--- src/rtl/cgra_pkg.sv ---
package cgra_pkg;

  // ################################################
  // Array sizes

  localparam int NUM_PE      = 4;
  localparam int PE_AW       = $clog2(NUM_PE);
  localparam int INST_DEPTH  = 256;
  localparam int INST_AW     = $clog2(INST_DEPTH);
  localparam int INST_W      = 16;
  localparam int CONST_DEPTH = 16;
  localparam int CONST_AW    = $clog2(CONST_DEPTH);
  localparam int SW_DEPTH    = 16;
  localparam int SW_AW       = $clog2(SW_DEPTH);
  localparam int RB_DW       = 16;

  // Accept to store write, also the busy window
  localparam int CONF_LAT    = 4;
  localparam int CONF_CNT_W  = $clog2(CONF_LAT + 1);

  // ################################################
  // Configuration word

  typedef enum logic [7:0] {
    NOT_CONF            = 8'd0,
    SET_PE_INSTRUCTION  = 8'd1,
    SET_PE_CONST        = 8'd2,
    SET_PE_PC_MAX       = 8'd3,
    SET_PE_PC_LOOP      = 8'd4,
    SET_PE_STORE_IGNORE = 8'd5,
    SET_NET_PC_MAX      = 8'd6,
    SET_NET_PC_LOOP     = 8'd7,
    NET_SWITCH          = 8'd8
  } conf_type_e;

  typedef struct packed {
    logic [31:0] data;
    logic [3:0]  addr;
    logic [3:0]  thread;
    logic [15:0] pe_id;
    conf_type_e  ctype;
  } conf_word_t;

  // ################################################
  // Readback

  typedef enum logic [3:0] {
    F_INST,
    F_CONST,
    F_PC_MAX,
    F_PC_LOOP,
    F_IGNORE,
    F_THREAD,
    F_NET_PC_MAX,
    F_NET_PC_LOOP,
    F_SWITCH
  } rb_field_e;

  typedef struct packed {
    logic [PE_AW-1:0]   pe;
    rb_field_e          field;
    logic [INST_AW-1:0] index;
  } rb_req_t;

  // Reader to store write port
  typedef struct packed {
    logic                inst_we;
    logic [INST_AW-1:0]  inst_addr;
    logic [INST_W-1:0]   inst_data;
    logic                const_we;
    logic [CONST_AW-1:0] const_addr;
    logic [15:0]         const_data;
    logic                pc_max_we;
    logic                pc_loop_we;
    logic                ignore_we;
    logic [7:0]          value8;
    logic [2:0]          thread;
  } pe_wr_t;

endpackage
--- src/rtl/cgra_conf_reader_pe.sv ---
module cgra_conf_reader_pe
  import cgra_pkg::*;
#(
  parameter int PE_ID = 0
) (
  input  logic       clk,
  input  logic       rst,
  input  conf_word_t bus_word,
  output pe_wr_t     wr
);

  conf_word_t s1_word;
  logic       s1_hit;
  pe_wr_t     wr_d;

  // ################################################
  // Stage 1: capture the bus word and match the PE

  always_ff @(posedge clk) begin
    s1_word <= bus_word;
    s1_hit  <= (bus_word.pe_id == 16'(PE_ID));
  end

  // ################################################
  // Stage 2: type decode and field reformat

  always_comb begin
    wr_d            = '0;
    wr_d.inst_addr  = s1_word.data[INST_AW-1:0];
    wr_d.inst_data  = s1_word.data[31:16];
    wr_d.const_addr = s1_word.addr[CONST_AW-1:0];
    wr_d.const_data = s1_word.data[15:0];
    wr_d.value8     = s1_word.data[7:0];
    wr_d.thread     = s1_word.thread[2:0];
    if (s1_hit) begin
      case (s1_word.ctype)
        SET_PE_INSTRUCTION:  wr_d.inst_we    = 1'b1;
        SET_PE_CONST:        wr_d.const_we   = 1'b1;
        SET_PE_PC_MAX:       wr_d.pc_max_we  = 1'b1;
        SET_PE_PC_LOOP:      wr_d.pc_loop_we = 1'b1;
        SET_PE_STORE_IGNORE: wr_d.ignore_we  = 1'b1;
        // network and unknown types are handled elsewhere
        default: ;
      endcase
    end
  end

  always_ff @(posedge clk) begin
    if (rst) begin
      wr.inst_we    <= 1'b0;
      wr.const_we   <= 1'b0;
      wr.pc_max_we  <= 1'b0;
      wr.pc_loop_we <= 1'b0;
      wr.ignore_we  <= 1'b0;
    end else begin
      wr <= wr_d;
    end
  end

  a_one_strobe: assert property (@(posedge clk) disable iff (rst)
    $onehot0({wr.inst_we, wr.const_we, wr.pc_max_we, wr.pc_loop_we, wr.ignore_we}));

endmodule

--- config.mk ---
export PLATFORM = sky130hd
export DESIGN_NAME = cgra_conf_reader_pe
export DESIGN_NICKNAME = d
export VERILOG_FILES = /design/src/rtl/cgra_pkg.sv /design/src/rtl/cgra_conf_reader_pe.sv
export SDC_FILE = /design/constraint.sdc
export NUM_CORES = 1
export LEC_CHECK = 0
export ABC_AREA = 1
export BUFFER_PORTS_ARGS = -buffer_cell sky130_fd_sc_hd__buf_2
export CORE_MARGIN = 2
export CORE_UTILIZATION = 44
export DETAILED_ROUTE_END_ITERATION = 7
export GPL_ROUTABILITY_DRIVEN = 0
export GPL_TIMING_DRIVEN = 1
export PLACE_DENSITY = 0.77
export SYNTH_ARGS = -nofsm -noshare
export SYNTH_HDL_FRONTEND = slang
export SYNTH_SLANG_ARGS = --single-unit
--- constraint.sdc ---
create_clock -name clk -period 1.4 [get_ports clk]
set_input_delay 0.28 -clock clk [delete_from_list [all_inputs] [get_ports clk]]
set_output_delay 0.28 -clock clk [all_outputs]
set_load 0.02 [all_outputs]
==> flow_summary.toml <==
[status]
status = "finished clean"

[clocking]
cts_tree = "yes"
post_cts_buffers = 0
clock_sinks = 92
clk_latency_ns = 0.33
cts_buffers = 9
ctsLongestPathBuffers = 2
cts_resized = 0
htreeDepth = 3
cts_root_buf = "clkbuf_8"
path_clk_slew_ns = 0.09

[sta]
period_needed_ns = 1.22
setup_ws_ns = 0.184
whs_ns = 0.0365
finalClockSkew_ns = 0.00506
rsz0062_at_grt = "false"
hold_viol = 0
timing.fmax_mhz = 822
min_period_over_period = 0.869
final.setup.tns_ns = 0
maxSlewViolCount = 0
worstMarginPinSlew_ns = 0.186
slew_headroom = 0.876
setup_viol = 0

[drt]
detail_route.wl_per_cell_um = 10.9
routed_wl_mm = 3.95
first_pass_iters = 4
num_vias = 1476
via_per_inst = 4.09
drt_iter0_drc = 38
drtAntennaViolNets = 0
drcViolationCount = 0

[final_layout]
syn_to_final_growth_pct = 32.2
antenna_cells_inserted = 0
drive_gt1_frac = 0.502
nets = 350

[setup_path]
r2r_cells = 4
cp-end-kind = "primary output"
crit_chain = "buf_2"
crit_path_start = "wr[21]"
r2r_slack_ns = 0.63
crit_cells = 1
cp_max_fo = 3
r2r-start = "s1_word[6]"
cp-start-kind = "register"
arrival_ns = 0.94
critical_path.slowest_cell = "edfxtp_1"
crit_buf_inv = 1
reg2reg_to = "wr[11]"
cpPeakStageDelay_ns = 0.42
critical_path_required_ns = 1.12
path_class = "register to primary output"
crit_path_end = "wr[21]"
critical_path.top_delay_family = "flip-flops"

[placement]
io_buffers = 124
dp_slack_ns = 0.287
hpwl_mm = 2.89

[floorplan]
io-pin-count = 126
die_area_mm2 = 0.00644
initial_core_util = 0.459
die-width_um = 80.2
core_area_mm2 = 0.00557
rows = 27
die_y_um = 80.2

[yosys]
synth.largest_area_cell = "edfxtp_1"
yosysWarnings = 0
ys_top_cells_by_area = "edfxtp_1 (46%), dfxtp_1 (41%), buf_4 (4.7%), inv_1 (2.3%), nand2_1 (2.2%)"
synth_top_area_share = 0.458
synth-seq-cells = 92
syn_inst = 159
synth_nets = 225
syn_area_per_cell_um2 = 16.1
synth.distinct_cells = 11
synth-seq-area-share = 0.873
syn-cell-area_mm2 = 0.00256

[global_route]
gr-total-overflow = 0
grt_max_degree = 27
antenna_found_initial = 0
grtUsageTotal = 0.128
grt_first_pass_wirelength_mm = 5.78
grt_pass1_vias = 1343

[power_and_ir_drop]
power.leakage_uw = 0.00158
peakVddDrop_uv = 912
power_density_mw_per_mm2 = 1420

[run]
drv_cap = 0

[min_path]
min_path_type = "input pin to register"
[Yosys cell counts (all sizes together)]
cell type,number
and2,2
buf,16
dfxtp,53
edfxtp,39
inv,17
nand2,17
nor2,15
[cells in the final DEF (no fill, tap or decap), drive strengths merged]
cell         netlist  final
buf               16    126
dfxtp             53     53
edfxtp            39     39
inv               17     19
nand2             17     17
nor2              15     15
clkbuf             0     10
dlygate4sd3        0      4
clkinv             0      3
and2               2      2
clkinvlp           0      1
[metal layers]
metal	vias up	part of all wire	global-route usage
li1	740	-	-
met1	643	0.37	0.120
met2	87	0.51	0.223
met3	6	0.10	0.0596
met4	0	0.016	0.0814
met5	-	0	0
[per-stage QoR]
stage / instances / utilization / instance area [um2] / power [uW]
2_1_floorplan: 159 / - / 2560 / 3210
3_3_place_gp: 341 / 0.570 / 3180 / 3350
3_5_place_dp: 341 / 0.570 / 3180 / 3370
4_1_cts: 357 / 0.600 / 3340 / 4860
5_1_grt: 361 / 0.607 / 3380 / 5040
6_report: 361 / 0.607 / 3380 / 4800
[worst min-delay path by stage]
stage / from / endpoint / slack, ns / depth (start not counted)
finish: bus_word[25] / s1_word[25] / 0.04 / 1
global route: bus_word[44] / s1_word[44] / 0.0008 / 1
CTS: bus_word[52] / s1_word[52] / 0.01 / 1
detailed placement: bus_word[6] / s1_word[6] / 0.38 / 1
global placement: bus_word[37] / s1_word[37] / 0.38 / 1
floorplan: bus_word[0] / s1_word[0] / 0.31 / 0
[registers in the layout, summed over array words and instances (netlist names)]
| register | count |
|---|---|
| s1_word | 47 |
| wr | 44 |
| s1_hit | 1 |
[what timing repair did]
action                     in CTS  in global routing
setup endpoints to repair       0                  0
hold buffers                    0                  4
hold endpoints to repair        0                  4
[cells by family after synthesis]
logic type	count (synthesis)	synth area share
simple gates	34	0.0553
flops	92	0.873
buf+inv	33	0.0719
[layout make-up]
class	count	area, um2
Clock inverter	6	38.8
Clock buffer	10	128
Multi-Input combinational cell	34	141
Tap cell	72	90.1
Inverter	17	63.8
Timing Repair Buffer	130	688
Sequential cell	92	2230
Fill cell	456	2190
[where the power goes]
part / switching (uW) / total [uW] / leakage [uW] / internal (uW)
combinational: 194 / 335 / 0.000671 / 141
sequential: 36.3 / 2970 / 0.000827 / 2930
clock: 846 / 1490 / 0.0000845 / 646
Power figures use the tool's default switching activity.
