### config.mk
export PLATFORM = sky130hd
export DESIGN_NAME = cgra_pe_conf_store
export DESIGN_NICKNAME = d
export VERILOG_FILES = /design/src/rtl/cgra_pkg.sv /design/src/rtl/cgra_pe_conf_store.sv
export SDC_FILE = /design/constraint.sdc
export NUM_CORES = 2
export LEC_CHECK = 0
export ABC_AREA = 1
export BUFFER_PORTS_ARGS = -buffer_cell sky130_fd_sc_hd__buf_2
export CAP_MARGIN = 40
export CORE_AREA = 3 3 716 718
export CTS_BUF_LIST = sky130_fd_sc_hd__clkbuf_8 sky130_fd_sc_hd__clkbuf_16
export DETAILED_ROUTE_END_ITERATION = 10
export DIE_AREA = 0 0 719 721
export PLACE_DENSITY = 0.55
export SYNTH_ARGS = -nofsm -noshare
export SYNTH_HDL_FRONTEND = slang
export SYNTH_MEMORY_MAX_BITS = 65536
export SYNTH_SLANG_ARGS = --single-unit
### constraint.sdc
create_clock -name clk -period 1.97 [get_ports clk]
set_input_delay 0 -clock clk [delete_from_list [all_inputs] [get_ports clk]]
set_output_delay 0 -clock clk [all_outputs]
set_load 0.1 [all_outputs]
### src/rtl/cgra_pkg.sv
package cgra_pkg;

  // ################################################
  // Array sizes

  localparam int NUM_PE      = 4;
  localparam int PE_AW       = $clog2(NUM_PE);
  localparam int INST_DEPTH  = 256;
  localparam int INST_AW     = $clog2(INST_DEPTH);
  localparam int INST_W      = 16;
  localparam int CONST_DEPTH = 16;
  localparam int CONST_AW    = $clog2(CONST_DEPTH);
  localparam int SW_DEPTH    = 16;
  localparam int SW_AW       = $clog2(SW_DEPTH);
  localparam int RB_DW       = 16;

  // Accept to store write, also the busy window
  localparam int CONF_LAT    = 4;
  localparam int CONF_CNT_W  = $clog2(CONF_LAT + 1);

  // ################################################
  // Configuration word

  typedef enum logic [7:0] {
    NOT_CONF            = 8'd0,
    SET_PE_INSTRUCTION  = 8'd1,
    SET_PE_CONST        = 8'd2,
    SET_PE_PC_MAX       = 8'd3,
    SET_PE_PC_LOOP      = 8'd4,
    SET_PE_STORE_IGNORE = 8'd5,
    SET_NET_PC_MAX      = 8'd6,
    SET_NET_PC_LOOP     = 8'd7,
    NET_SWITCH          = 8'd8
  } conf_type_e;

  typedef struct packed {
    logic [31:0] data;
    logic [3:0]  addr;
    logic [3:0]  thread;
    logic [15:0] pe_id;
    conf_type_e  ctype;
  } conf_word_t;

  // ################################################
  // Readback

  typedef enum logic [3:0] {
    F_INST,
    F_CONST,
    F_PC_MAX,
    F_PC_LOOP,
    F_IGNORE,
    F_THREAD,
    F_NET_PC_MAX,
    F_NET_PC_LOOP,
    F_SWITCH
  } rb_field_e;

  typedef struct packed {
    logic [PE_AW-1:0]   pe;
    rb_field_e          field;
    logic [INST_AW-1:0] index;
  } rb_req_t;

  // Reader to store write port
  typedef struct packed {
    logic                inst_we;
    logic [INST_AW-1:0]  inst_addr;
    logic [INST_W-1:0]   inst_data;
    logic                const_we;
    logic [CONST_AW-1:0] const_addr;
    logic [15:0]         const_data;
    logic                pc_max_we;
    logic                pc_loop_we;
    logic                ignore_we;
    logic [7:0]          value8;
    logic [2:0]          thread;
  } pe_wr_t;

endpackage
### src/rtl/cgra_pe_conf_store.sv
module cgra_pe_conf_store
  import cgra_pkg::*;
(
  input  logic               clk,
  input  logic               rst,
  input  pe_wr_t             wr,
  input  rb_field_e          rd_field,
  input  logic [INST_AW-1:0] rd_index,
  output logic [RB_DW-1:0]   rd_data
);

  logic [INST_W-1:0] inst_mem [INST_DEPTH];
  logic [15:0]       const_mem [CONST_DEPTH];
  logic [7:0]        pc_max;
  logic [7:0]        pc_loop;
  logic [7:0]        ignore_val;
  logic [2:0]        thread;

  // ################################################
  // Write side

  always_ff @(posedge clk) begin
    if (wr.inst_we) begin
      inst_mem[wr.inst_addr] <= wr.inst_data;
    end
  end

  always_ff @(posedge clk) begin
    if (rst) begin
      for (int i = 0; i < CONST_DEPTH; i++) begin
        const_mem[i] <= '0;
      end
      pc_max     <= '0;
      pc_loop    <= '0;
      ignore_val <= '0;
      thread     <= '0;
    end else begin
      if (wr.const_we) begin
        const_mem[wr.const_addr] <= wr.const_data;
      end
      if (wr.pc_max_we) begin
        pc_max <= wr.value8;
      end
      if (wr.pc_loop_we) begin
        pc_loop <= wr.value8;
      end
      if (wr.ignore_we) begin
        ignore_val <= wr.value8;
      end
      // Thread follows the latest instruction
      if (wr.inst_we) begin
        thread <= wr.thread;
      end
    end
  end

  // ################################################
  // Read side

  always_comb begin
    case (rd_field)
      F_INST:    rd_data = RB_DW'(inst_mem[rd_index]);
      F_CONST:   rd_data = RB_DW'(const_mem[rd_index[CONST_AW-1:0]]);
      F_PC_MAX:  rd_data = RB_DW'(pc_max);
      F_PC_LOOP: rd_data = RB_DW'(pc_loop);
      F_IGNORE:  rd_data = RB_DW'(ignore_val);
      F_THREAD:  rd_data = RB_DW'(thread);
      default:   rd_data = '0;
    endcase
  end

endmodule

==> flow_metrics.tcl <==
set metrics [dict create \
    drt-initial-drc-count 14601 \
    drtPass1Iterations 6 \
    netlist_area_um2 177000 \
    grt_pass1_wl_mm 818 \
    async_flop_share 0 \
    antenna_found_initial 35 \
    required_ns 1.97 \
    area_delta_synth_final_pct 22.9 \
    met3_length_mm 49.6 \
    finalCriticalPeriod_ns 2.91 \
    viasPerCell 5.32 \
    fin_cells 22880 \
    die-width_um 719 \
    post-route-period-util 1.48 \
    synth_top_area_frac 0.737 \
    io_buffers 89 \
    drive_gt1_frac 0.174 \
    gp_congestion 0.857 \
    synth_seq_cells 4379 \
    clock_path_buffers 4 \
    rsz0062_at_grt "yes" \
    irDropWorstVdd_mv 0.774 \
    synth_edf_count 4352 \
    tightest_slew_ns 0.841 \
    fin_util 0.431 \
    numCtsBuffers 442 \
    wirelength_mm 565 \
    yosys_warnings 0 \
    yosysMostFrequentCell "edfxtp_1" \
    initial_core_util 0.350 \
    top_layer "met5" \
    track_usage 0.211 \
    grt_pass1_vias 114494 \
    clock_sink_count 4379 \
    fp.dieH_um 721 \
    die-area_um2 518000 \
    fin_nets 15874 \
    clk_latency_ns 1.04 \
    endpoint_kind "output pin" \
    final.fill_count 45806 \
    hold_viol 0 \
    ys_types 24 \
    dp_cells 21967 \
    cts-root-buf "clkbuf_16" \
    synth_fp_nets 14859 \
    rows 261 \
    wl_per_cell_um 24.7 \
    path_max_fanout 1 \
    grt-ovfl-total 0 \
    met1_length_mm 244 \
    seq_area_frac_synth 0.740 \
    ys.flop_type "edfxtp_1" \
    core-area_um2 506000 \
    arrival_ns 2.91 \
    vias 121818 \
    violations "negative setup slack" \
    netlist_top_cells_area "edfxtp_1, nand3_1, nand2_1" \
    grt_max_degree 90 \
    power_density_nw_per_um2 920 \
    slew_headroom 0.439 \
    yosysTopAreaCell "edfxtp_1" \
    maxCapViolations 0 \
    design_area_um2 218000 \
    synth_commonest_cells "edfxtp_1, nand2_1, nand3_1, nor2_1, buf_2" \
    pre_cts_ws_ns -1.65 \
    critPathCapture "rd_data[9]" \
    finalSetupViolCount 16 \
    path_clk_slew_ns 0.06 \
    crit_type "flip-flop to output pin" \
    syn_inst 14785 \
    setup_slack_ns -0.942 \
    slew_viol_final 0 \
    postPlaceCellArea_um2 198000 \
    p_leak_nw 77.2 \
    drc_errors 0 \
    wl_met2_mm 254 \
    worstReg2RegStart "pc_loop[4]" \
    final.setup.tns_ns -14.29 \
    hpwl_mm 352 \
    r2r_end "pc_loop[4]" \
    synth_area_per_cell_um2 12.0 \
    cp-startpoint "inst_mem[25][9]" \
    cts_tree "done" \
    io_pins 90 \
    r2r_slack_ns 0.70 \
    antenna_left 0 \
    fmax_mhz 343 \
    startpoint_type "flip-flop" \
    htreeDepth 5 \
    hold_class "primary input to flip-flop" \
    skew_ns 0 \
    r2r_cells 3 \
    status "finished with violations" \
]
[cell usage in the layout, fill, tap and decap left out, types with 20 or more instances in the layout]
cell type,instances
buf_4,900
nand2_2,21
nand2_1,4189
o221ai_1,46
buf_6,37
nand3_2,446
nor2_2,41
clkinv_2,88
edfxtp_1,4352
nand3_4,202
nor2_1,675
buf_8,20
nand3_1,3453
bufinv_16,29
buf_2,51
clkinv_1,109
clkbuf_16,447
dfxtp_1,27
buf_12,479
o21ai_0,147
dlygate4sd3_1,112
inv_1,167
[state kept, by name (all words and copies together) (netlist names)]
name and flops:
inst_mem 4096, const_mem 256, ignore_val 8, pc_loop 8
pc_max 8, thread 3
[worst min-delay path by stage]
stage            from              end  slack, ns  depth (start not counted)
4_1_cts        wr[38]  inst_mem[54][3]      0.001                          3
3_5_place_dp    wr[7]       pc_loop[4]       0.27                          3
2_1_floorplan  wr[35]   inst_mem[0][0]        0.1                          0
3_3_place_gp    wr[5]       pc_loop[2]       0.26                          3
6_report       wr[39]   inst_mem[1][4]       0.07                          2
5_1_grt        wr[38]  inst_mem[52][3]       0.04                          3
[metal layers]
layer / GRT usage / vias up
met5: 0 / -
met4: 0.0609 / 4
met3: 0.0355 / 821
met2: 0.324 / 5294
met1: 0.308 / 60813
li1: - / 54886
[power by group]
part           leakage, nW  switching [mW]  internal, mW
Sequential            39.5           0.132           103
Combinational         30.5            11.2          5.01
Clock                 7.17            36.4          44.9
Total                 77.2            47.7           153
[cell families (layout without fill, tap and decap cells)]
logic type,count (synthesis),count (layout),synth area share
and+or+nand+nor,9045,9045,0.220
DFF,4379,4379,0.740
buffers and inverters,1102,2481,0.0306
AOI/OAI and AO/OA,259,259,0.00878
other,0,10,0
[repair_timing]
item,in CTS,in global routing
resized for setup,643,278
endpoints found under the hold margin,5425,6
setup endpoints to repair,16,21
setup buffers,0,3
hold buffers,118,2
pin swaps,147,136
[metrics by stage]
stage          power [mW]  hold slack (ns)
5_1_grt               206           0.0435
3_3_place_gp          120            0.257
6_report              200           0.0730
4_1_cts               201          0.00134
3_5_place_dp          120            0.266
2_1_floorplan         112           0.0989
[critical path, cell delays in order, from the launching register on]
cell      delay [ns]
edfxtp_1        0.36
nand2_1         0.07
nand3_1         0.08
nand3_1         0.22
nand3_1         0.18
nand3_1         0.15
nand3_1         0.14
nand3_4         0.17
nand3_2         0.12
nand3_4         0.12
nand2_4         0.08
buf_12          0.17
[cell type report]
cell class	count	area [um^2]	area share
sequential	4379	131000	0.602
multi-input combinational	9304	45700	0.209
timing repair buffer	1599	18400	0.0846
clock buffer	447	11200	0.0513
tap	6706	8390	0.0385
clock inverter	361	2680	0.0123
inverter	74	345	0.00158
antenna	10	25.0	0.000115
No activity file was read; power rests on OpenSTA's default activity.
