### config.mk
export PLATFORM = sky130hd
export DESIGN_NAME = cgra_net_conf_reader
export DESIGN_NICKNAME = d
export VERILOG_FILES = /design/src/rtl/cgra_pkg.sv /design/src/rtl/cgra_net_conf_reader.sv
export SDC_FILE = /design/constraint.sdc
export NUM_CORES = 1
export LEC_CHECK = 0
export BUFFER_PORTS_ARGS = -buffer_cell sky130_fd_sc_hd__buf_2
export CAP_MARGIN = 20
export CORE_UTILIZATION = 40
export CTS_BUF_LIST = sky130_fd_sc_hd__clkbuf_2 sky130_fd_sc_hd__clkbuf_4 sky130_fd_sc_hd__clkbuf_8
export DETAILED_ROUTE_END_ITERATION = 16
export GPL_TIMING_DRIVEN = 1
export REMOVE_ABC_BUFFERS = 1
export SLEW_MARGIN = 20
export SYNTH_ARGS = -nofsm -noshare
export SYNTH_HDL_FRONTEND = slang
export SYNTH_SLANG_ARGS = --single-unit
### constraint.sdc
create_clock -name clk -period 2.2 [get_ports clk]
set_input_delay 0.22 -clock clk [delete_from_list [all_inputs] [get_ports clk]]
set_output_delay 0.22 -clock clk [all_outputs]
set_load 0.02 [all_outputs]
### src/rtl/cgra_pkg.sv
package cgra_pkg;

  // ################################################
  // Array sizes

  localparam int NUM_PE      = 4;
  localparam int PE_AW       = $clog2(NUM_PE);
  localparam int INST_DEPTH  = 256;
  localparam int INST_AW     = $clog2(INST_DEPTH);
  localparam int INST_W      = 16;
  localparam int CONST_DEPTH = 16;
  localparam int CONST_AW    = $clog2(CONST_DEPTH);
  localparam int SW_DEPTH    = 16;
  localparam int SW_AW       = $clog2(SW_DEPTH);
  localparam int RB_DW       = 16;

  // Accept to store write, also the busy window
  localparam int CONF_LAT    = 4;
  localparam int CONF_CNT_W  = $clog2(CONF_LAT + 1);

  // ################################################
  // Configuration word

  typedef enum logic [7:0] {
    NOT_CONF            = 8'd0,
    SET_PE_INSTRUCTION  = 8'd1,
    SET_PE_CONST        = 8'd2,
    SET_PE_PC_MAX       = 8'd3,
    SET_PE_PC_LOOP      = 8'd4,
    SET_PE_STORE_IGNORE = 8'd5,
    SET_NET_PC_MAX      = 8'd6,
    SET_NET_PC_LOOP     = 8'd7,
    NET_SWITCH          = 8'd8
  } conf_type_e;

  typedef struct packed {
    logic [31:0] data;
    logic [3:0]  addr;
    logic [3:0]  thread;
    logic [15:0] pe_id;
    conf_type_e  ctype;
  } conf_word_t;

  // ################################################
  // Readback

  typedef enum logic [3:0] {
    F_INST,
    F_CONST,
    F_PC_MAX,
    F_PC_LOOP,
    F_IGNORE,
    F_THREAD,
    F_NET_PC_MAX,
    F_NET_PC_LOOP,
    F_SWITCH
  } rb_field_e;

  typedef struct packed {
    logic [PE_AW-1:0]   pe;
    rb_field_e          field;
    logic [INST_AW-1:0] index;
  } rb_req_t;

  // Reader to store write port
  typedef struct packed {
    logic                inst_we;
    logic [INST_AW-1:0]  inst_addr;
    logic [INST_W-1:0]   inst_data;
    logic                const_we;
    logic [CONST_AW-1:0] const_addr;
    logic [15:0]         const_data;
    logic                pc_max_we;
    logic                pc_loop_we;
    logic                ignore_we;
    logic [7:0]          value8;
    logic [2:0]          thread;
  } pe_wr_t;

endpackage
### src/rtl/cgra_net_conf_reader.sv
module cgra_net_conf_reader
  import cgra_pkg::*;
(
  input  logic               clk,
  input  logic               rst,
  input  conf_word_t         bus_word,
  input  rb_field_e          rd_field,
  input  logic [INST_AW-1:0] rd_index,
  output logic [RB_DW-1:0]   rd_data
);

  conf_word_t       s1_word;
  logic             pc_max_we;
  logic             pc_loop_we;
  logic             sw_we;
  logic [7:0]       value8;
  logic [SW_AW-1:0] sw_addr;
  logic [15:0]      sw_data;
  logic [7:0]       net_pc_max;
  logic [7:0]       net_pc_loop;
  logic [15:0]      sw_table [SW_DEPTH];

  // Stage 1, pe_id is not looked at
  always_ff @(posedge clk) begin
    s1_word <= bus_word;
  end

  // Stage 2
  always_ff @(posedge clk) begin
    if (rst) begin
      pc_max_we  <= 1'b0;
      pc_loop_we <= 1'b0;
      sw_we      <= 1'b0;
    end else begin
      pc_max_we  <= (s1_word.ctype == SET_NET_PC_MAX);
      pc_loop_we <= (s1_word.ctype == SET_NET_PC_LOOP);
      sw_we      <= (s1_word.ctype == NET_SWITCH);
    end
    value8  <= s1_word.data[7:0];
    sw_addr <= s1_word.addr[SW_AW-1:0];
    sw_data <= s1_word.data[15:0];
  end

  // Store, same depth as a PE store
  always_ff @(posedge clk) begin
    if (rst) begin
      net_pc_max  <= '0;
      net_pc_loop <= '0;
      for (int i = 0; i < SW_DEPTH; i++) begin
        sw_table[i] <= '0;
      end
    end else begin
      if (pc_max_we) begin
        net_pc_max <= value8;
      end
      if (pc_loop_we) begin
        net_pc_loop <= value8;
      end
      if (sw_we) begin
        sw_table[sw_addr] <= sw_data;
      end
    end
  end

  always_comb begin
    case (rd_field)
      F_NET_PC_MAX:  rd_data = RB_DW'(net_pc_max);
      F_NET_PC_LOOP: rd_data = RB_DW'(net_pc_loop);
      F_SWITCH:      rd_data = RB_DW'(sw_table[rd_index[SW_AW-1:0]]);
      default:       rd_data = '0;
    endcase
  end

endmodule

==> metrics <==
Fillers between 2k and 3k; GRT Residual Overflow 0; sequential fraction of the synthesis area 0.668; pwr/cell area 788 nW/um2; CTS tree built; routed len/inst ~22 um; DRC 0; fin crit share 1.11; status complete, but fails checks; DP Worst Slack -0.0148 ns; Max IR drop VDD a little over 0.4 mV; IO Count between 90 and 100; Detailed Place HPWL about 19 mm; core area 32900 um2; vias in the first global route about 7.6k; Area growth syn-to-layout 17.4%; Die Wd between 150 and 200 um; leakage power between 6 and 7 nW; Slew headroom 0.503; measured slew at the worst slew-check pin approximately 0.74 ns; Synth cell types 32; nets@finish 1047; top_reg_cell synth edfxtp_1; synthesized area per cell 15.9 um2; TritonCTS Buffers just under 50; CTS sink count 323; arrival time worst endpoint roughly 2.2 ns; Fmax 0.408 GHz; synthesized cell area 13500 um2; Fin. Hold Viols 0; initial antenna violation count 1; asr flop ratio synth 0; post-DR vias/cell between 5 and 6; Synth area leaders edfxtp_1 (57%), and2_1 (12%), dfxtp_1 (9.9%); Hold Path Class in2reg; WS Path Type reg2out; final setup vio count 8; Synth Register Bits approximately 320; Clock Tree Buf Depth 3; share of the synthesized area in the top cell type 0.569; drt pass-1 iters 4; Final min period about 2.4 ns; Via Count between 7k and 8k; Buffers on Ports 53; Clk Latency, worst-skew pair 0.57 ns; post-route setup slack -0.248 ns; die area 34500 um2; CTS H-tree depth 2; total track usage 0.188; Post-CTS Setup Bufs 0; Root Buffer clkbuf_8; GPL Wtd Cong around 0.80; Post-DRT Antenna Nets 0; Starting Density 0.411; largest area contributor in the netlist edfxtp_1; Max Cap Viol 0; DRT iter0 DRCs between 400 and 500; pin count of the biggest net entering global routing 26; Post-synth EDFFs roughly 260; fraction of layout cells with a size suffix above 1 0.280; Max Transition Viols Final 0; Placed Cells about 1.3k; CTS clk-pin slew, worst paths 0.06 ns; die height between 150 and 200 um; RSZ-0062 raised after global routing yes; yosys warns 0; worst clock skew approximately 0.013 ns; # diodes 0; FP Rows 66; Layout Utilization 0.483; drt total wl 31.5 mm; failing checks setup timing; first-pass GRT wire length ~47 mm; Finished Layout Cells 1452; CP Launch Type flop; Crit. End Element output pin; CP Data Required Time a little under 2 ns; crit-path max FO 1; Mapped Cells about 850
[synthesized netlist by cell type, drive strengths merged (2+ instances only)]
master and instances:
and2 262, edfxtp 256, dfxtp 67, mux4 64
mux2i 50, clkbuf 37, nor2 33, buf 20
or2 16, o22ai 14, a211o 6, nand2b 5
nand2 4, nor3 4, nand4b 2, o21ai 2
o22a 2
[cell type report]
cell class / instances / area [um2] / share of cell area
clock buffer: 82 / 972 / 0.0613
sequential: 323 / 9030 / 0.569
multi-input combinational: 471 / 4310 / 0.271
tap: 442 / 553 / 0.0349
timing repair buffer: 123 / 957 / 0.0603
clock inverter: 10 / 46.3 / 0.00292
inverter: 1 / 3.75 / 0.000237
[through the flow]
stage                     TNS (ns)  instance area [um2]  hold slack [ns]  power [mW]
after floorplan                  0                13200            0.248        7.20
after global placement           0                14400            0.310        7.54
after detailed placement   -0.0168                14400            0.313        7.55
after CTS                    -1.93                15800            0.137        12.6
after global routing         -2.20                15900            0.159        12.9
final                        -1.48                15900            0.158        12.5
[worst paths after layout]
| kind | depth (start not counted) | end | from | slack, ns |
|---|---|---|---|---|
| setup / recovery | 5 | rd_data[7] | sw_table[13][7]$_SDFFCE_PN0P_ | -0.25 |
| hold / removal | 3 | net_pc_max[2]$_SDFFE_PP0P_ | rst | 0.16 |
| setup reg to reg | 4 | sw_table[3][15]$_SDFFCE_PN0P_ | sw_we$_SDFF_PP0_ | 0.35 |
| hold reg to reg | 0 | sw_data[5]$_DFF_P_ | s1_word[37]$_DFF_P_ | 0.32 |
[routing by layer]
layer | wire, um | global-route usage
met3 | 1440 | 0.0307
met5 | 0 | 0
met2 | 15200 | 0.312
met1 | 14200 | 0.254
met4 | 724 | 0.0593
[sequential cells by signal, indices dropped and copies added, names as in the netlist]
| signal | cells |
|---|---|
| s1_word | 28 |
| pc_loop_we | 1 |
| sw_table | 256 |
| sw_data | 16 |
| sw_addr | 4 |
| pc_max_we | 1 |
| net_pc_max | 8 |
| net_pc_loop | 8 |
| sw_we | 1 |
[timing repair]
| action | in CTS | in global routing |
|---|---|---|
| hold buffers | 28 | 0 |
| pin swaps | 6 | 8 |
| hold endpoints to repair | 28 | 0 |
| gates resized for setup | 36 | 14 |
| setup endpoints to repair | 11 | 15 |
[worst max-delay path, cell delays in order (launching register included)]
cell and delay [ns]:
edfxtp_1 0.36, mux4_2 0.50, mux2i_2 0.21, o22ai_2 0.15, a211o_1 0.27, buf_2 0.16
[cells in the final DEF (no fill, tap or decap), types with 5 or more instances in the layout]
cell type	netlist	layout
a211o_1	6	6
nor2_1	33	33
mux2i_2	0	6
nand2b_1	5	5
edfxtp_1	256	256
and2_1	261	261
mux2i_1	50	41
o22ai_1	14	6
clkbuf_8	0	57
o22ai_2	0	7
mux4_2	53	60
dlygate4sd3_1	0	28
or2_2	16	16
clkinv_1	0	5
buf_6	1	7
clkbuf_4	0	25
dfxtp_1	67	67
buf_4	8	45
buf_2	6	40
[cells by family (layout without fill, tap and decap cells)]
family	after synthesis	after routing	share of synthesized area
AO/OA/AOI/OAI	24	24	0.0124
buffers and inverters	58	216	0.0206
flip-flops	323	323	0.668
multiplexers	114	114	0.147
AND/OR/NAND/NOR	333	333	0.152
[report_power, final]
part / switching, mW / internal (mW) / leakage (nW)
Clock: 2.24 / 2.78 / 0.548
Sequential: 0.118 / 6.73 / 3.31
Combinational: 0.337 / 0.290 / 2.26
(Power assumes the default switching activity.)
