**config.mk**
```make
export PLATFORM = sky130hd
export DESIGN_NAME = cgra_conf_loader
export DESIGN_NICKNAME = d
export VERILOG_FILES = /design/src/rtl/cgra_pkg.sv /design/src/rtl/cgra_conf_loader.sv
export SDC_FILE = /design/constraint.sdc
export NUM_CORES = 1
export LEC_CHECK = 0
export BUFFER_PORTS_ARGS = -buffer_cell sky130_fd_sc_hd__buf_2
export CORE_ASPECT_RATIO = 0.7
export CORE_MARGIN = 1
export CORE_UTILIZATION = 47
export CTS_CLUSTER_DIAMETER = 60
export DETAILED_ROUTE_END_ITERATION = 10
export PLACE_DENSITY = 0.82
export REMOVE_ABC_BUFFERS = 1
export SLEW_MARGIN = 20
export SYNTH_ARGS = -nofsm -noshare
export SYNTH_HDL_FRONTEND = slang
export SYNTH_SLANG_ARGS = --single-unit
```
**constraint.sdc**
```tcl
create_clock -name clk -period 2.65 [get_ports clk]
set_input_delay 0.3975 -clock clk [delete_from_list [all_inputs] [get_ports clk]]
set_output_delay 0.3975 -clock clk [all_outputs]
set_load 0.01 [all_outputs]
```
**src/rtl/cgra_pkg.sv**
```systemverilog
package cgra_pkg;

  // ################################################
  // Array sizes

  localparam int NUM_PE      = 4;
  localparam int PE_AW       = $clog2(NUM_PE);
  localparam int INST_DEPTH  = 256;
  localparam int INST_AW     = $clog2(INST_DEPTH);
  localparam int INST_W      = 16;
  localparam int CONST_DEPTH = 16;
  localparam int CONST_AW    = $clog2(CONST_DEPTH);
  localparam int SW_DEPTH    = 16;
  localparam int SW_AW       = $clog2(SW_DEPTH);
  localparam int RB_DW       = 16;

  // Accept to store write, also the busy window
  localparam int CONF_LAT    = 4;
  localparam int CONF_CNT_W  = $clog2(CONF_LAT + 1);

  // ################################################
  // Configuration word

  typedef enum logic [7:0] {
    NOT_CONF            = 8'd0,
    SET_PE_INSTRUCTION  = 8'd1,
    SET_PE_CONST        = 8'd2,
    SET_PE_PC_MAX       = 8'd3,
    SET_PE_PC_LOOP      = 8'd4,
    SET_PE_STORE_IGNORE = 8'd5,
    SET_NET_PC_MAX      = 8'd6,
    SET_NET_PC_LOOP     = 8'd7,
    NET_SWITCH          = 8'd8
  } conf_type_e;

  typedef struct packed {
    logic [31:0] data;
    logic [3:0]  addr;
    logic [3:0]  thread;
    logic [15:0] pe_id;
    conf_type_e  ctype;
  } conf_word_t;

  // ################################################
  // Readback

  typedef enum logic [3:0] {
    F_INST,
    F_CONST,
    F_PC_MAX,
    F_PC_LOOP,
    F_IGNORE,
    F_THREAD,
    F_NET_PC_MAX,
    F_NET_PC_LOOP,
    F_SWITCH
  } rb_field_e;

  typedef struct packed {
    logic [PE_AW-1:0]   pe;
    rb_field_e          field;
    logic [INST_AW-1:0] index;
  } rb_req_t;

  // Reader to store write port
  typedef struct packed {
    logic                inst_we;
    logic [INST_AW-1:0]  inst_addr;
    logic [INST_W-1:0]   inst_data;
    logic                const_we;
    logic [CONST_AW-1:0] const_addr;
    logic [15:0]         const_data;
    logic                pc_max_we;
    logic                pc_loop_we;
    logic                ignore_we;
    logic [7:0]          value8;
    logic [2:0]          thread;
  } pe_wr_t;

endpackage
```
**src/rtl/cgra_conf_loader.sv**
```systemverilog
module cgra_conf_loader
  import cgra_pkg::*;
(
  input  logic       clk,
  input  logic       rst,
  input  logic       conf_valid,
  input  conf_word_t conf_word,
  output logic       conf_ready,
  output conf_word_t bus_word,
  output logic       conf_busy
);

  logic                  accept;
  logic [CONF_CNT_W-1:0] busy_cnt;

  assign accept = conf_valid && conf_ready;

  // The bus never stalls, so ready only drops in reset
  assign conf_ready = !rst;

  // Idle cycles keep the payload but mark the word as NOT_CONF
  always_ff @(posedge clk) begin
    if (rst) begin
      bus_word <= '0;
    end else if (accept) begin
      bus_word <= conf_word;
    end else begin
      bus_word.ctype <= NOT_CONF;
    end
  end

  // Busy until the last accepted word has landed in its store
  always_ff @(posedge clk) begin
    if (rst) begin
      busy_cnt <= '0;
    end else if (accept) begin
      busy_cnt <= CONF_CNT_W'(CONF_LAT);
    end else if (busy_cnt != '0) begin
      busy_cnt <= busy_cnt - 1'b1;
    end
  end

  assign conf_busy = accept || (busy_cnt != '0);

  a_idle_not_conf: assert property (@(posedge clk) disable iff (rst)
    !accept |=> bus_word.ctype == NOT_CONF);

endmodule

```
==> summary.txt, run 1 <==
Clock network
  • Insertion delay to the later sink of the worst-skew pair: 0.32 ns
  • CTS tree: done
  • Post-cts hold buffer count: 0
  • Clock transition at the register clock pins on the worst setup and hold paths after CTS: 0.06 ns
  • Maximum buffer depth of the clock tree: 2
  • CTS Buf Count: 9
  • # H-tree levels: 3
  • Buffer cell driving the clock tree root: clkbuf_8
  • Number of setup buffers added after CTS: 0
  • CTS resizes: 0
  • Total clock sinks: 67

STA
  • Worst hold slack: 0.269 ns
  • Number of max-slew violations in the final report: 0
  • Slew of the pin with the lowest slew margin: 0.418 ns
  • Peak clock frequency supported by timing: 545 MHz
  • Clock Skew: 0.00563 ns
  • Final cycle utilization of the critical path: 69.3%
  • Worst slew slack as a fraction of its limit: 72.1%
  • Setup_tns: 0 ns
  • Least setup slack across all paths after layout: 0.814 ns
  • RSZ-0062 raised after global routing: false
  • Total of endpoints with negative setup slack in the final report: 0
  • Final Hold Vio Count: 0
  • Final min period: 1.84 ns

Power
  • Portion of total power attributed to the clock network: 36.4%
  • Switching power share of the total: 23.4%
  • Fraction of power consumed by combinational cells: 13.0%
  • Total chip power: 2.16 mW
  • Net switching component of the power: 0.505 mW
  • PD cells: 664 nW/um^2
  • Static Leakage: 1.78 nW
  • Internal power: 1.65 mW
  • Portion of total power attributed to sequential cells: 50.7%
  • Maximum vdd ir drop: 0.000377 V

Floorplanning
  • Area of the core: 4830 um^2
  • I/O pins: 133
  • DIE WIDTH: 87.0 um
  • Die Area: 5350 um^2
  • Vertical extent of the die: 61.5 um
  • Initial Utilization: 49.2%
  • Standard-cell row count: 21

Synth
  • Post-synth design cell area: 2380 um^2
  • Fraction of the yosys area taken by sequential cells: 56.4%
  • Flip-flop and latch count after synthesis: 67
  • Number of instances in the synthesized netlist: 218
  • Distinct cells, synth: 16
  • Synth Warn #: 0
  • Per-instance average area after synthesis: 10.9 um^2

Routing
  • DRC violations left: 0
  • Wirelength per Cell: 11.4 um
  • Detail-routed via count per cell: 4.59
  • Post-route antenna net violation count: 0
  • Overall routed net length: 4800 um
  • Initial DRT Pass Iterations: 4
  • DR iter-0 viols: 39
  • Overall via count from detail_route: 1935

Setup path
  • Reg2Reg Depth: 4
  • Category of the most critical setup path: register to output port
  • Most frequent cell on the critical path: ha_1
  • Peak per-stage delay on the critical path: 0.34 ns
  • Crit path required time: 2.25 ns
  • Arrival time reported for the critical path endpoint: 1.44 ns
  • Crit path max fanout: 5
  • Worst path cell trace: inv_1, ha_1, ha_1, o21ai_1, buf_2
  • Cell at the slowest stage of the critical path: dfxtp_1
  • Sort of element at the end of the critical path: output port
  • Type of origin of the critical path: register

Job
  • Maxcap violations: 0

Global routing
  • Overflow left after global routing: 0
  • Number of antenna violations at the first check in global routing: 0
  • Pin count of the biggest net entering global routing: 39
  • Vias in the first global route: 1700
  • Overall track demand over capacity in global routing: 17.9%
  • Global-route wire length before repair: 7090 um

Final layout
  • Post-route design area: 3250 um^2
  • Synthesis-to-finish area growth: 36.6%
  • Core occupancy in the finished layout: 67.2%
  • Most frequent cells in the layout: buf_2 (131), dfxtp_1 (67), mux2i_1 (57), nor2_1 (56), clkbuf_8 (10)
  • Inserted Diodes: 0
  • Fraction of layout cells with a size suffix above 1: 42.2%
  • Most common library cell in the layout ignoring fill and taps: buf_2
  • Number of non-filler instances in the completed layout: 422
  • Number of nets in the layout: 420

Placed design
  • Total of buffers placed on input and output ports: 132
  • Weighted congestion reported at the end of routability-driven placement: 0.707
  • Estimated wirelength of the detail-placed design: 3540 um
  • Placed cell count: 408
  • Placement Cell Area: 3070 um^2
  • Worst slack, placed: 1.10 ns

Run status
  • Status: finished clean

Worst hold path
  • Number of cells traversed by the worst hold path: 2
  • Kind of path behind the tightest hold check: input pin to register
-- area by class of cell --
class,instances,area [um^2]
multi-input combinational,131,920
fill,415,1590
sequential,67,1340
tap,69,86.3
clock buffer,11,141
clock inverter,3,40.0
timing repair buffer,135,698
inverter,6,22.5
-- final timing paths --
check | endpoint | slack (ns) | start
max | conf_busy | 0.81 | busy_cnt[0]$_SDFFE_PP0P_
min | bus_word[2]$_SDFF_PP0_ | 0.27 | conf_word[2]
max reg2reg | busy_cnt[1]$_SDFFE_PP0P_ | 1.32 | busy_cnt[0]$_SDFFE_PP0P_
min reg2reg | busy_cnt[1]$_SDFFE_PP0P_ | 0.49 | busy_cnt[1]$_SDFFE_PP0P_
-- cells by family (layout without fill, tap and decap cells) --
kind of cell	after synthesis	count (layout)	synth area share (%)
flip-flops	67	67	56.4
multiplexers	57	57	24.0
AO/OA/AOI/OAI	3	3	1.05
XOR/XNOR	1	1	0.368
adder cells (fa/ha/maj)	3	3	1.58
AND/OR/NAND/NOR	67	67	11.7
buffers and inverters	20	155	4.94
-- state kept, by name (all words and copies together) (netlist names) --
register / cells
bus_word: 64
busy_cnt: 3
-- cell usage after synthesis, drive strengths merged --
| library cell | instances | share of area, % |
|---|---|---|
| dfxtp | 67 | 56 |
| clkbuf | 6 | 0.95 |
| a21oi | 1 | 0.21 |
| inv | 6 | 0.95 |
| buf | 8 | 3.1 |
| and2 | 8 | 2.1 |
| ha | 3 | 1.6 |
| mux2i | 57 | 24 |
| xor2 | 1 | 0.37 |
| a2111oi | 1 | 0.63 |
| o21ai | 1 | 0.21 |
| nor3 | 1 | 0.21 |
| nor2b | 2 | 0.53 |
| nor2 | 56 | 8.8 |
-- routing by layer --
layer,GRT usage [%],wire length [um],vias up
li1,-,-,971
met1,19.2,2050,873
met2,29.4,2170,84
met3,8.04,499,7
met4,12.1,77,0
met5,0,0,-
-- critical path: cells and delay by family, from the launching register on --
kind	cells	cell delay [ns]
fa+ha+maj	2	0.48
flops	1	0.34
compound gates	1	0.11
buf+inv	2	0.19
-- power by group through the flow --
stage	Clock [mW]	Sequential, mW	Combinational [mW]
after global placement	0	1.11	0.277
final	0.785	1.09	0.280
after CTS	0.815	1.09	0.284
after global routing	0.857	1.10	0.310
after detailed placement	0	1.12	0.283
after floorplan	0	1.14	0.0987
(Power assumes the default switching activity.)
==> inputs of run 2 (changes only) <==
CORE_UTILIZATION = 43   (was 47)
PLACE_DENSITY = 0.76   (was 0.82)
clock period = 1.87 ns   (was 2.65 ns; I/O delays follow)
==> summary.txt, run 2 (synthesis results as in run 1) <==
Floorplanning
  • DIE WIDTH: 90.9 um
  • Die Area: 5840 um^2
  • Vertical extent of the die: 64.2 um
  • Area of the core: 5290 um^2
  • Standard-cell row count: 22
  • Initial Utilization: 45.0%
  • I/O pins: 133

Global routing
  • Global-route wire length before repair: 7920 um
  • Vias in the first global route: 1796
  • Overall track demand over capacity in global routing: 17.7%
  • Overflow left after global routing: 0
  • Pin count of the biggest net entering global routing: 31
  • Number of antenna violations at the first check in global routing: 0

STA
  • Number of max-slew violations in the final report: 0
  • Final min period: 1.75 ns
  • Worst hold slack: 0.146 ns
  • Clock Skew: 0.000649 ns
  • Setup_tns: 0 ns
  • Final cycle utilization of the critical path: 93.5%
  • Peak clock frequency supported by timing: 572 MHz
  • Final Hold Vio Count: 0
  • Worst slew slack as a fraction of its limit: 70.4%
  • Total of endpoints with negative setup slack in the final report: 0
  • RSZ-0062 raised after global routing: false
  • Slew of the pin with the lowest slew margin: 0.442 ns

Routing
  • DR iter-0 viols: 60
  • Overall routed net length: 5000 um
  • Initial DRT Pass Iterations: 4
  • Detail-routed via count per cell: 4.53
  • DRC violations left: 0
  • Overall via count from detail_route: 1938
  • Post-route antenna net violation count: 0
  • Wirelength per Cell: 11.7 um

Final layout
  • Most common library cell in the layout ignoring fill and taps: buf_2
  • Most frequent cells in the layout: buf_2 (131), dfxtp_1 (67), mux2i_1 (57), nor2_1 (56), clkbuf_8 (10)
  • Flip-flop count of the largest register after layout: 64
  • Synthesis-to-finish area growth: 36.5%
  • Inserted Diodes: 0
  • Number of nets in the layout: 422
  • Register with the highest flop count: bus_word
  • Core occupancy in the finished layout: 61.4%
  • Registers with the most flip-flops: bus_word x64, busy_cnt x3
  • Post-route design area: 3250 um^2
  • Fraction of layout cells with a size suffix above 1: 42.4%

Run status
  • Status: finished clean

Setup path
  • Crit path required time: 1.59 ns
  • Type of origin of the critical path: register
  • Sort of element at the end of the critical path: output port
  • Arrival time reported for the critical path endpoint: 1.47 ns
  • Category of the most critical setup path: register to output port
  • Crit path max fanout: 5

Worst hold path
  • Kind of path behind the tightest hold check: input pin to register

Clock network
  • CTS resizes: 0
  • Buffer cell driving the clock tree root: clkbuf_8
  • Insertion delay to the later sink of the worst-skew pair: 0.33 ns
  • # H-tree levels: 3
  • Maximum buffer depth of the clock tree: 2
  • Number of setup buffers added after CTS: 0
  • Clock transition at the register clock pins on the worst setup and hold paths after CTS: 0.07 ns
  • CTS Buf Count: 9
  • CTS tree: done
  • Total clock sinks: 67
  • Post-cts hold buffer count: 0

Placed design
  • Placement Cell Area: 3090 um^2
  • Weighted congestion reported at the end of routability-driven placement: 0.646
  • Estimated wirelength of the detail-placed design: 3660 um
  • Total of buffers placed on input and output ports: 132

Power
  • PD cells: 907 nW/um^2
  • Maximum vdd ir drop: 0.000601 V
  • Static Leakage: 1.78 nW

Job
  • Maxcap violations: 0
run 2: cell types whose count changed in the layout (fill, tap and decap cells not counted), sizes merged:
cell | previous run | this run
clkinv | 2 | 3
bufinv | 1 | 0
clkbuf | 11 | 12
buf | 135 | 137
run 2: worst paths after layout:
check,from,endpoint,slack (ns),cells after the start
setup / recovery,busy_cnt[0]$_SDFFE_PP0P_,conf_busy,0.12,5
hold / removal,conf_word[6],bus_word[6]$_SDFF_PP0_,0.15,2
setup reg to reg,busy_cnt[0]$_SDFFE_PP0P_,busy_cnt[1]$_SDFFE_PP0P_,0.52,4
hold reg to reg,bus_word[17]$_SDFFE_PP0P_,bus_word[17]$_SDFFE_PP0P_,0.49,2
run 2: worst max-delay path: stages, from the launching register on:
cell     delay (ns)
dfxtp_1        0.36
inv_1          0.05
ha_1           0.21
ha_1           0.27
o21ai_1        0.10
buf_2          0.15
run 2: per-stage QoR:
step | instances | power (mW) | worst slack, ns
finish | 428 | 2.94 | 0.122
global route | 428 | 3.10 | 0.0519
CTS | 428 | 2.99 | 0.102
detailed placement | 413 | 1.99 | 0.487
global placement | 413 | 1.98 | 0.519
floorplan | 204 | 1.76 | 0.630
run 2: final cells by class:
type | instances | area, um^2
Tap cell | 72 | 90.1
Fill cell | 479 | 2040
Clock inverter | 3 | 15.0
Multi-Input combinational cell | 131 | 920
Sequential cell | 67 | 1340
Timing Repair Buffer | 137 | 713
Clock buffer | 12 | 145
Inverter | 6 | 22.5
run 2: routing by layer:
metal | track usage, % | routed length [um]
met1 | 19.3 | 2220
met2 | 28.0 | 2130
met3 | 11.3 | 589
met4 | 6.15 | 54
met5 | 0 | 0
run 2: power breakdown:
| part | switching (mW) | total [mW] | internal [mW] |
|---|---|---|---|
| Clock | 0.487 | 0.991 | 0.504 |
| Combinational | 0.202 | 0.403 | 0.201 |
| Sequential | 0.0382 | 1.55 | 1.51 |
