<file path="src/rtl/cgra_pkg.sv">
package cgra_pkg;

  // ################################################
  // Array sizes

  localparam int NUM_PE      = 4;
  localparam int PE_AW       = $clog2(NUM_PE);
  localparam int INST_DEPTH  = 256;
  localparam int INST_AW     = $clog2(INST_DEPTH);
  localparam int INST_W      = 16;
  localparam int CONST_DEPTH = 16;
  localparam int CONST_AW    = $clog2(CONST_DEPTH);
  localparam int SW_DEPTH    = 16;
  localparam int SW_AW       = $clog2(SW_DEPTH);
  localparam int RB_DW       = 16;

  // Accept to store write, also the busy window
  localparam int CONF_LAT    = 4;
  localparam int CONF_CNT_W  = $clog2(CONF_LAT + 1);

  // ################################################
  // Configuration word

  typedef enum logic [7:0] {
    NOT_CONF            = 8'd0,
    SET_PE_INSTRUCTION  = 8'd1,
    SET_PE_CONST        = 8'd2,
    SET_PE_PC_MAX       = 8'd3,
    SET_PE_PC_LOOP      = 8'd4,
    SET_PE_STORE_IGNORE = 8'd5,
    SET_NET_PC_MAX      = 8'd6,
    SET_NET_PC_LOOP     = 8'd7,
    NET_SWITCH          = 8'd8
  } conf_type_e;

  typedef struct packed {
    logic [31:0] data;
    logic [3:0]  addr;
    logic [3:0]  thread;
    logic [15:0] pe_id;
    conf_type_e  ctype;
  } conf_word_t;

  // ################################################
  // Readback

  typedef enum logic [3:0] {
    F_INST,
    F_CONST,
    F_PC_MAX,
    F_PC_LOOP,
    F_IGNORE,
    F_THREAD,
    F_NET_PC_MAX,
    F_NET_PC_LOOP,
    F_SWITCH
  } rb_field_e;

  typedef struct packed {
    logic [PE_AW-1:0]   pe;
    rb_field_e          field;
    logic [INST_AW-1:0] index;
  } rb_req_t;

  // Reader to store write port
  typedef struct packed {
    logic                inst_we;
    logic [INST_AW-1:0]  inst_addr;
    logic [INST_W-1:0]   inst_data;
    logic                const_we;
    logic [CONST_AW-1:0] const_addr;
    logic [15:0]         const_data;
    logic                pc_max_we;
    logic                pc_loop_we;
    logic                ignore_we;
    logic [7:0]          value8;
    logic [2:0]          thread;
  } pe_wr_t;

endpackage
</file>
<file path="src/rtl/cgra_conf_readback.sv">
module cgra_conf_readback
  import cgra_pkg::*;
(
  input  logic                       clk,
  input  logic                       rst,
  input  logic                       conf_busy,
  input  logic                       rb_valid,
  input  rb_req_t                    rb_req,
  output logic                       rb_ready,
  output rb_field_e                  sel_field,
  output logic [INST_AW-1:0]         sel_index,
  input  logic [NUM_PE-1:0][RB_DW-1:0] pe_data,
  input  logic [RB_DW-1:0]           net_data,
  output logic                       rsp_valid,
  input  logic                       rsp_ready,
  output logic [RB_DW-1:0]           rsp_data
);

  typedef enum logic [1:0] {
    RB_IDLE,
    RB_READ,
    RB_RESP
  } rb_state_e;

  rb_state_e        state;
  rb_req_t          req_q;
  logic             is_net;
  logic [RB_DW-1:0] sel_data;

  // Hold off reads while words are still moving to the stores
  assign rb_ready  = (state == RB_IDLE) && !conf_busy;
  assign rsp_valid = (state == RB_RESP);

  assign sel_field = req_q.field;
  assign sel_index = req_q.index;
  assign is_net    = req_q.field inside {F_NET_PC_MAX, F_NET_PC_LOOP, F_SWITCH};
  assign sel_data  = is_net ? net_data : pe_data[req_q.pe];

  // ################################################
  // Request / response FSM

  always_ff @(posedge clk) begin
    if (rst) begin
      state <= RB_IDLE;
    end else begin
      case (state)
        RB_IDLE: begin
          if (rb_valid && rb_ready) begin
            state <= RB_READ;
          end
        end
        RB_READ: state <= RB_RESP;
        RB_RESP: begin
          if (rsp_ready) begin
            state <= RB_IDLE;
          end
        end
        default: state <= RB_IDLE;
      endcase
    end
  end

  always_ff @(posedge clk) begin
    if (rb_valid && rb_ready) begin
      req_q <= rb_req;
    end
  end

  // Response only loads in RB_READ so it holds under back-pressure
  always_ff @(posedge clk) begin
    if (state == RB_READ) begin
      rsp_data <= sel_data;
    end
  end

  a_rsp_hold: assert property (@(posedge clk) disable iff (rst)
    rsp_valid && !rsp_ready |=> rsp_valid && $stable(rsp_data));

endmodule

</file>
<file path="config.mk">
export PLATFORM = sky130hd
export DESIGN_NAME = cgra_conf_readback
export DESIGN_NICKNAME = d
export VERILOG_FILES = /design/src/rtl/cgra_pkg.sv /design/src/rtl/cgra_conf_readback.sv
export SDC_FILE = /design/constraint.sdc
export NUM_CORES = 1
export LEC_CHECK = 0
export ABC_AREA = 1
export ABC_CLOCK_PERIOD_IN_PS = 2930
export BUFFER_PORTS_ARGS = -buffer_cell sky130_fd_sc_hd__buf_2
export CORE_ASPECT_RATIO = 0.8
export CORE_UTILIZATION = 47
export DETAILED_ROUTE_END_ITERATION = 6
export PLACE_DENSITY = 0.84
export SLEW_MARGIN = 20
export SYNTH_ARGS = -nofsm -noshare
export SYNTH_HDL_FRONTEND = slang
export SYNTH_SLANG_ARGS = --single-unit
</file>
<file path="constraint.sdc">
create_clock -name clk -period 2.93 [get_ports clk]
set_input_delay 0.7325 -clock clk [delete_from_list [all_inputs] [get_ports clk]]
set_output_delay 0.7325 -clock clk [all_outputs]
set_load 0.05 [all_outputs]
</file>
==> impl_metrics.json, run 1 <==
{
  "outcome": "finished, final reports clean",
  "finalWorstSetupSlack_ns": 0.8723,
  "pre_cts_ws_ns": 0.8700,
  "combPwrFrac": 0.211,
  "start_util": 0.4968,
  "min_path_type": "reg2reg",
  "gp_congestion": 0.7927,
  "hold_viol": 0,
  "drc_errors": 0,
  "synthCells": 303,
  "portBuffers": 128,
  "slew_viol_final": 0,
  "layout_common_cells": "nand2_1 (132), buf_2 (128), inv_1 (73), nand3_1 (32), edfxtp_1 (30)",
  "syn2layout_area_growth_pct": 30.59,
  "routed_via_density": 4.515,
  "wl_per_cell_um": 10.74,
  "clock_sinks": 32,
  "powerDensity_nw_per_um2": 432.1,
  "fmax_mhz": 486.0,
  "design.portCount": 129,
  "dp_hpwl_mm": 3.784,
  "grt_overflow": 0,
  "post_cts_resized": 0,
  "seqPwrFrac": 0.446,
  "antenna_found_initial": 0,
  "grt_max_degree": 33,
  "setup_viol": 0,
  "numCtsBuffers": 5,
  "cts_tree": "done",
  "cap_violations": 0,
  "max_stage_delay_ns": 0.25,
  "die_w_um": 76.99,
  "ys.warnings.count": 0,
  "p_leak_uw": 0.001686,
  "switching_share": 0.2699,
  "antenna_left": 0,
  "synthTopCellsByArea": "edfxtp_1 (43%), nand2_1 (23%), inv_1 (13%)",
  "seq_area_frac_synth": 0.4450,
  "grt_pass1_vias": 1799,
  "cts_buffer_depth": 2,
  "maxSlewHeadroom": 0.3750,
  "pwr-share-clk": 0.343,
  "crit_chain": "buf_2 > nand3b_1 > inv_1 > buf_2",
  "synth_top_area_share": 0.4260,
  "crit_type": "in2out",
  "yosysTopAreaCell": "edfxtp_1",
  "dieArea_sq_um": 4773,
  "final_common_cell": "nand2_1",
  "rows": 21,
  "drtIter0Drc": 72,
  "avgSynthCellArea_sq_um": 6.979,
  "num-fill-cells": 394,
  "rsz0062_at_grt": "no",
  "skew_ns": 0.004314,
  "cp-end-kind": "output port",
  "clk_pin_slew_ns": 0.07,
  "yosysUniqueCellTypes": 16,
  "critPathRequiredTime_ns": 2.20,
  "internal_power_uw": 871.1,
  "arrival_ns": 1.33,
  "slowest_stage": "buf_2",
  "ir_drop_v": 0.0002940,
  "power_switching_uw": 322.0,
  "whs_ns": 0.5133,
  "fin_crit_sh": 0.7023,
  "drive_above_1_share": 0.3357,
  "wirelength_mm": 5.089,
  "postCtsSetupBuffers": 0,
  "grt_pass1_wl_mm": 7.617,
  "ys_ff_latch": 32,
  "antenna-diode-count": 0,
  "cts_root_buffer": "clkbuf_8",
  "layout_min_cycle_time_ns": 2.058,
  "cp_max_fo": 3,
  "path_common_cell": "buf_2",
  "worst_pin_slew_ns": 0.9365,
  "syn_nets": 402,
  "worst_skew_pair.late_latency_ns": 0.27,
  "h-tree-depth": 2,
  "drt-pass1-iter-count": 4,
  "core_sq_um": 4257,
  "die_h_um": 62.00,
  "start_kind": "input pin",
  "nets": 515,
  "vias": 2140,
  "grt_usage": 0.2127,
  "cts_hold_buf": 0,
  "synth_area_sq_um": 2115,
  "tns_ns": 0
}
power by group through the flow:
stage	clock network (uW)	registers, uW	logic [uW]
floorplan	0	565	145
global placement	0	542	246
detailed placement	0	543	251
CTS	415	533	252
global route	436	535	279
finish	409	533	252
per-layer routing:
layer | vias up | global-route usage | part of all wire
met5 | - | 0 | 0
met4 | 0 | 0.07278 | 0.012
met3 | 8 | 0.07153 | 0.085
met2 | 106 | 0.3980 | 0.49
met1 | 919 | 0.2352 | 0.41
li1 | 1107 | - | -
sequential cells by signal (all words and copies together), names as in the netlist:
register,count
rsp_data,16
sel_index,8
req_q,2
sel_field,4
state,2
cell usage after synthesis:
master    instances
a21oi_1           1
a21oi_2           1
buf_2             6
buf_4            13
buf_6             4
buf_8             1
dfxtp_1           2
edfxtp_1         30
inv_1            73
nand2_1         132
nand3_1          32
nand3b_1          1
nor2_1            4
nor2_2            1
nor3_1            1
o21ai_2           1
cell families (layout without fill, tap and decap cells):
kind of cell           count (synthesis)  count (layout)  share of synthesized area
AO/OA/AOI/OAI                          3               3                    0.01065
AND/OR/NAND/NOR                      171             171                     0.3260
buffers and inverters                 97             211                     0.2183
flip-flops                            32              32                     0.4450
critical path, delay by kind of cell:
kind / cells / cell delay (ns)
buf+inv: 3 / 0.41
simple gates: 1 / 0.18
per-stage QoR:
step                utilization  cell area (sq um)  std cells  total power, uW
finish                   0.6487               2761        474             1193
global route             0.6487               2761        474             1250
CTS                      0.6487               2761        474             1199
detailed placement       0.6235               2654        466            793.4
global placement         0.6235               2654        466            788.1
floorplan                     -               2115        303            710.4
worst paths after layout:
check / slack, ns / end / cells after the start / startpoint
min: 0.51 / state[1]$_SDFFE_PP0P_ / 2 / state[0]$_SDFFE_PP0P_
max reg2reg: 1.10 / rsp_data[14]$_DFFE_PN_ / 5 / req_q[13]$_DFFE_PP_
min reg2reg: 0.51 / state[1]$_SDFFE_PP0P_ / 2 / state[0]$_SDFFE_PP0P_
max: 0.87 / rb_ready / 4 / conf_busy
final cells by class:
type,instances,area (sq um),area share
Clock buffer,6,72.57,0.02628
Sequential cell,32,940.9,0.3407
Inverter,73,274.0,0.09923
Timing Repair Buffer,130,655.6,0.2374
Multi-Input combinational cell,174,711.9,0.2578
Clock inverter,2,35.03,0.01269
Tap cell,57,71.32,0.02583
Note: power is estimated with default switching activity, not from simulation.
==> inputs of run 2 (changes only) <==
--- a/config.mk
+++ b/config.mk
@@ -5,13 +5,13 @@
 export SDC_FILE = /design/constraint.sdc
 export NUM_CORES = 1
 export LEC_CHECK = 0
-export ABC_AREA = 1
-export ABC_CLOCK_PERIOD_IN_PS = 2930
+export ABC_AREA = 0
+export ABC_CLOCK_PERIOD_IN_PS = 1800
 export BUFFER_PORTS_ARGS = -buffer_cell sky130_fd_sc_hd__buf_2
 export CORE_ASPECT_RATIO = 0.8
-export CORE_UTILIZATION = 47
+export CORE_UTILIZATION = 36
 export DETAILED_ROUTE_END_ITERATION = 6
-export PLACE_DENSITY = 0.84
+export PLACE_DENSITY = 0.74
 export SLEW_MARGIN = 20
 export SYNTH_ARGS = -nofsm -noshare
 export SYNTH_HDL_FRONTEND = slang
==> constraint.sdc (replaced) <==
create_clock -name clk -period 1.8 [get_ports clk]
set_input_delay 0.45 -clock clk [delete_from_list [all_inputs] [get_ports clk]]
set_output_delay 0.45 -clock clk [all_outputs]
set_load 0.05 [all_outputs]
==> impl_metrics.json, run 2 <==
{
  "skew_ns": 0.002720,
  "drc_errors": 0,
  "synth-edff-count": 30,
  "yosysTopAreaCell": "edfxtp_1",
  "yosysUniqueCellTypes": 19,
  "arrival_ns": 1.67,
  "worst_pin_slew_ns": 0.2847,
  "yosysMostFrequentCell": "edfxtp_1",
  "busiest_layer": "met2",
  "whs_ns": 0.3443,
  "cp_max_fo": 6,
  "outcome": "finished, final reports clean",
  "core_sq_um": 4624,
  "ys_async_sr_fraction": 0,
  "rows": 22,
  "hold_viol": 0,
  "drt-pass1-iter-count": 4,
  "ys_ff_latch": 32,
  "wirelength_mm": 3.947,
  "final_common_cell": "buf_2",
  "antenna_found_initial": 0,
  "portBuffers": 128,
  "fmax_mhz": 608.1,
  "worst_skew_pair.late_latency_ns": 0.27,
  "use_met1": 0.1777,
  "slowest_stage": "mux4_1",
  "pre_cts_ws_ns": 0.1497,
  "critical_path.startpoint": "req_q[12]$_DFFE_PP_",
  "design.portCount": 129,
  "regArea_sq_um": 940.9,
  "start_kind": "flip-flop",
  "largest_reg_flops": 16,
  "dp_cells": 270,
  "seq_area_frac_synth": 0.5356,
  "cts_hold_buf": 0,
  "layout_common_cells": "buf_2 (128), edfxtp_1 (30), mux4_2 (10), mux2_4 (10)",
  "grt_usage": 0.1575,
  "setup_viol": 0,
  "die_w_um": 80.10,
  "layout_min_cycle_time_ns": 1.644,
  "num-fill-cells": 395,
  "synthCells": 92,
  "grt_pass1_vias": 1223,
  "antenna_left": 0,
  "tns_ns": 0,
  "clock_sinks": 32,
  "synth_top_area_share": 0.5128,
  "powerDensity_nw_per_um2": 758.4,
  "p_leak_uw": 0.001170,
  "gr-usage-met3": 0.03380,
  "regMostFlops": "rsp_data",
  "slew_viol_final": 0,
  "grt_max_degree": 18,
  "h-tree-depth": 2,
  "fin_crit_sh": 0.9136,
  "finalWorstSetupSlack_ns": 0.1556,
  "cts_tree": "done",
  "synth_area_sq_um": 1757,
  "drtIter0Drc": 26,
  "r2r_start": "req_q[12]$_DFFE_PP_",
  "path_buf_inv": 1,
  "cap_violations": 0,
  "multi_input_area_sq_um": 680.7,
  "grt_overflow": 0,
  "gp_congestion": 0.8269,
  "antenna-diode-count": 0,
  "use_met2": 0.2927,
  "worstHoldStart": "rst",
  "postCtsSetupBuffers": 0,
  "start_util": 0.3799,
  "drive_above_1_share": 0.7890,
  "min_path_type": "in2reg",
  "clk_pin_slew_ns": 0.06,
  "crit_type": "reg2reg",
  "synth_flop_cell": "edfxtp_1",
  "wl_per_cell_um": 14.20,
  "vias": 1298,
  "ys.warnings.count": 0,
  "critPathRequiredTime_ns": 1.83,
  "syn2layout_area_growth_pct": 43.30,
  "cts_buffer_depth": 2,
  "routed_via_density": 4.669,
  "cts_root_buffer": "clkbuf_8",
  "maxSlewHeadroom": 0.8115,
  "cp-end-kind": "flip-flop",
  "nets": 316,
  "numCtsBuffers": 5,
  "post_cts_resized": 0,
  "cp_top_family": "multiplexers",
  "yosys-top-cells-count": "edfxtp_1 (30), buf_4 (12), mux2_4 (10), mux4_2 (10)",
  "rsz0062_at_grt": "no",
  "grt_pass1_wl_mm": 5.858,
  "fin_cells": 278,
  "avgSynthCellArea_sq_um": 19.09,
  "max_stage_delay_ns": 0.57,
  "syn_nets": 191,
  "synthTopCellsByArea": "edfxtp_1 (51%), mux4_2 (13%), mux4_1 (9.0%)",
  "die_h_um": 64.48,
  "dp_hpwl_mm": 3.276,
  "crit_chain": "buf_4 > mux4_1 > mux2_2",
  "dieArea_sq_um": 5165,
  "ir_drop_v": 0.0003216
}
run 2: cell count changes after synthesis, sizes merged, moves of 3 or more:
cell	before	now
nand3	32	0
mux4	0	16
nor2b	0	3
nand2	132	0
nor2	5	1
inv	73	2
mux2	0	16
buf	24	16
run 2: worst reg2reg max path, delay by kind of cell (launching register included):
kind	cells	cell delay (ns)
buffers and inverters	1	0.18
DFF	1	0.38
muxes	2	0.85
run 2: final timing paths:
check	to	slack, ns	cells past startpoint
max	rsp_data[10]$_DFFE_PN_	0.16	3
min	state[0]$_SDFFE_PP0P_	0.34	2
max reg2reg	rsp_data[10]$_DFFE_PN_	0.16	3
min reg2reg	state[1]$_SDFFE_PP0P_	0.68	3
run 2: cells by family (layout without fill, tap and decap cells):
family	Yosys count	after routing	synth area share
buffers and inverters	19	145	0.08476
DFF	32	32	0.5356
AOI/OAI and AO/OA	2	2	0.009968
and+or+nand+nor	7	7	0.02777
muxes	32	32	0.3419
run 2: cell type report:
class	instances	area share
clock inverter	2	0.01392
multi-input combinational	41	0.2704
tap	60	0.02982
clock buffer	6	0.02883
inverter	2	0.002982
sequential	32	0.3738
timing repair buffer	135	0.2803
run 2: layer usage:
layer  up-vias  routed length [um]
li1        614                   -
met1       617                1552
met2        63                2089
met3         4                 271
met4         0                  34
met5         -                   0
run 2: through the flow:
stage,power [uW],cell area [sq um],util
3_3_place_gp,1261,2410,0.5211
2_1_floorplan,1136,1768,-
4_1_cts,1933,2517,0.5444
5_1_grt,1992,2517,0.5444
6_report,1909,2517,0.5444
3_5_place_dp,1271,2410,0.5211
run 2: power by group:
group	switching, uW	leakage, uW	internal [uW]	total, uW
Clock	249	0.0000552	410	659
Sequential	10.6	0.000293	855	865
Combinational	184	0.000822	201	385
Total	443	0.00117	1470	1910
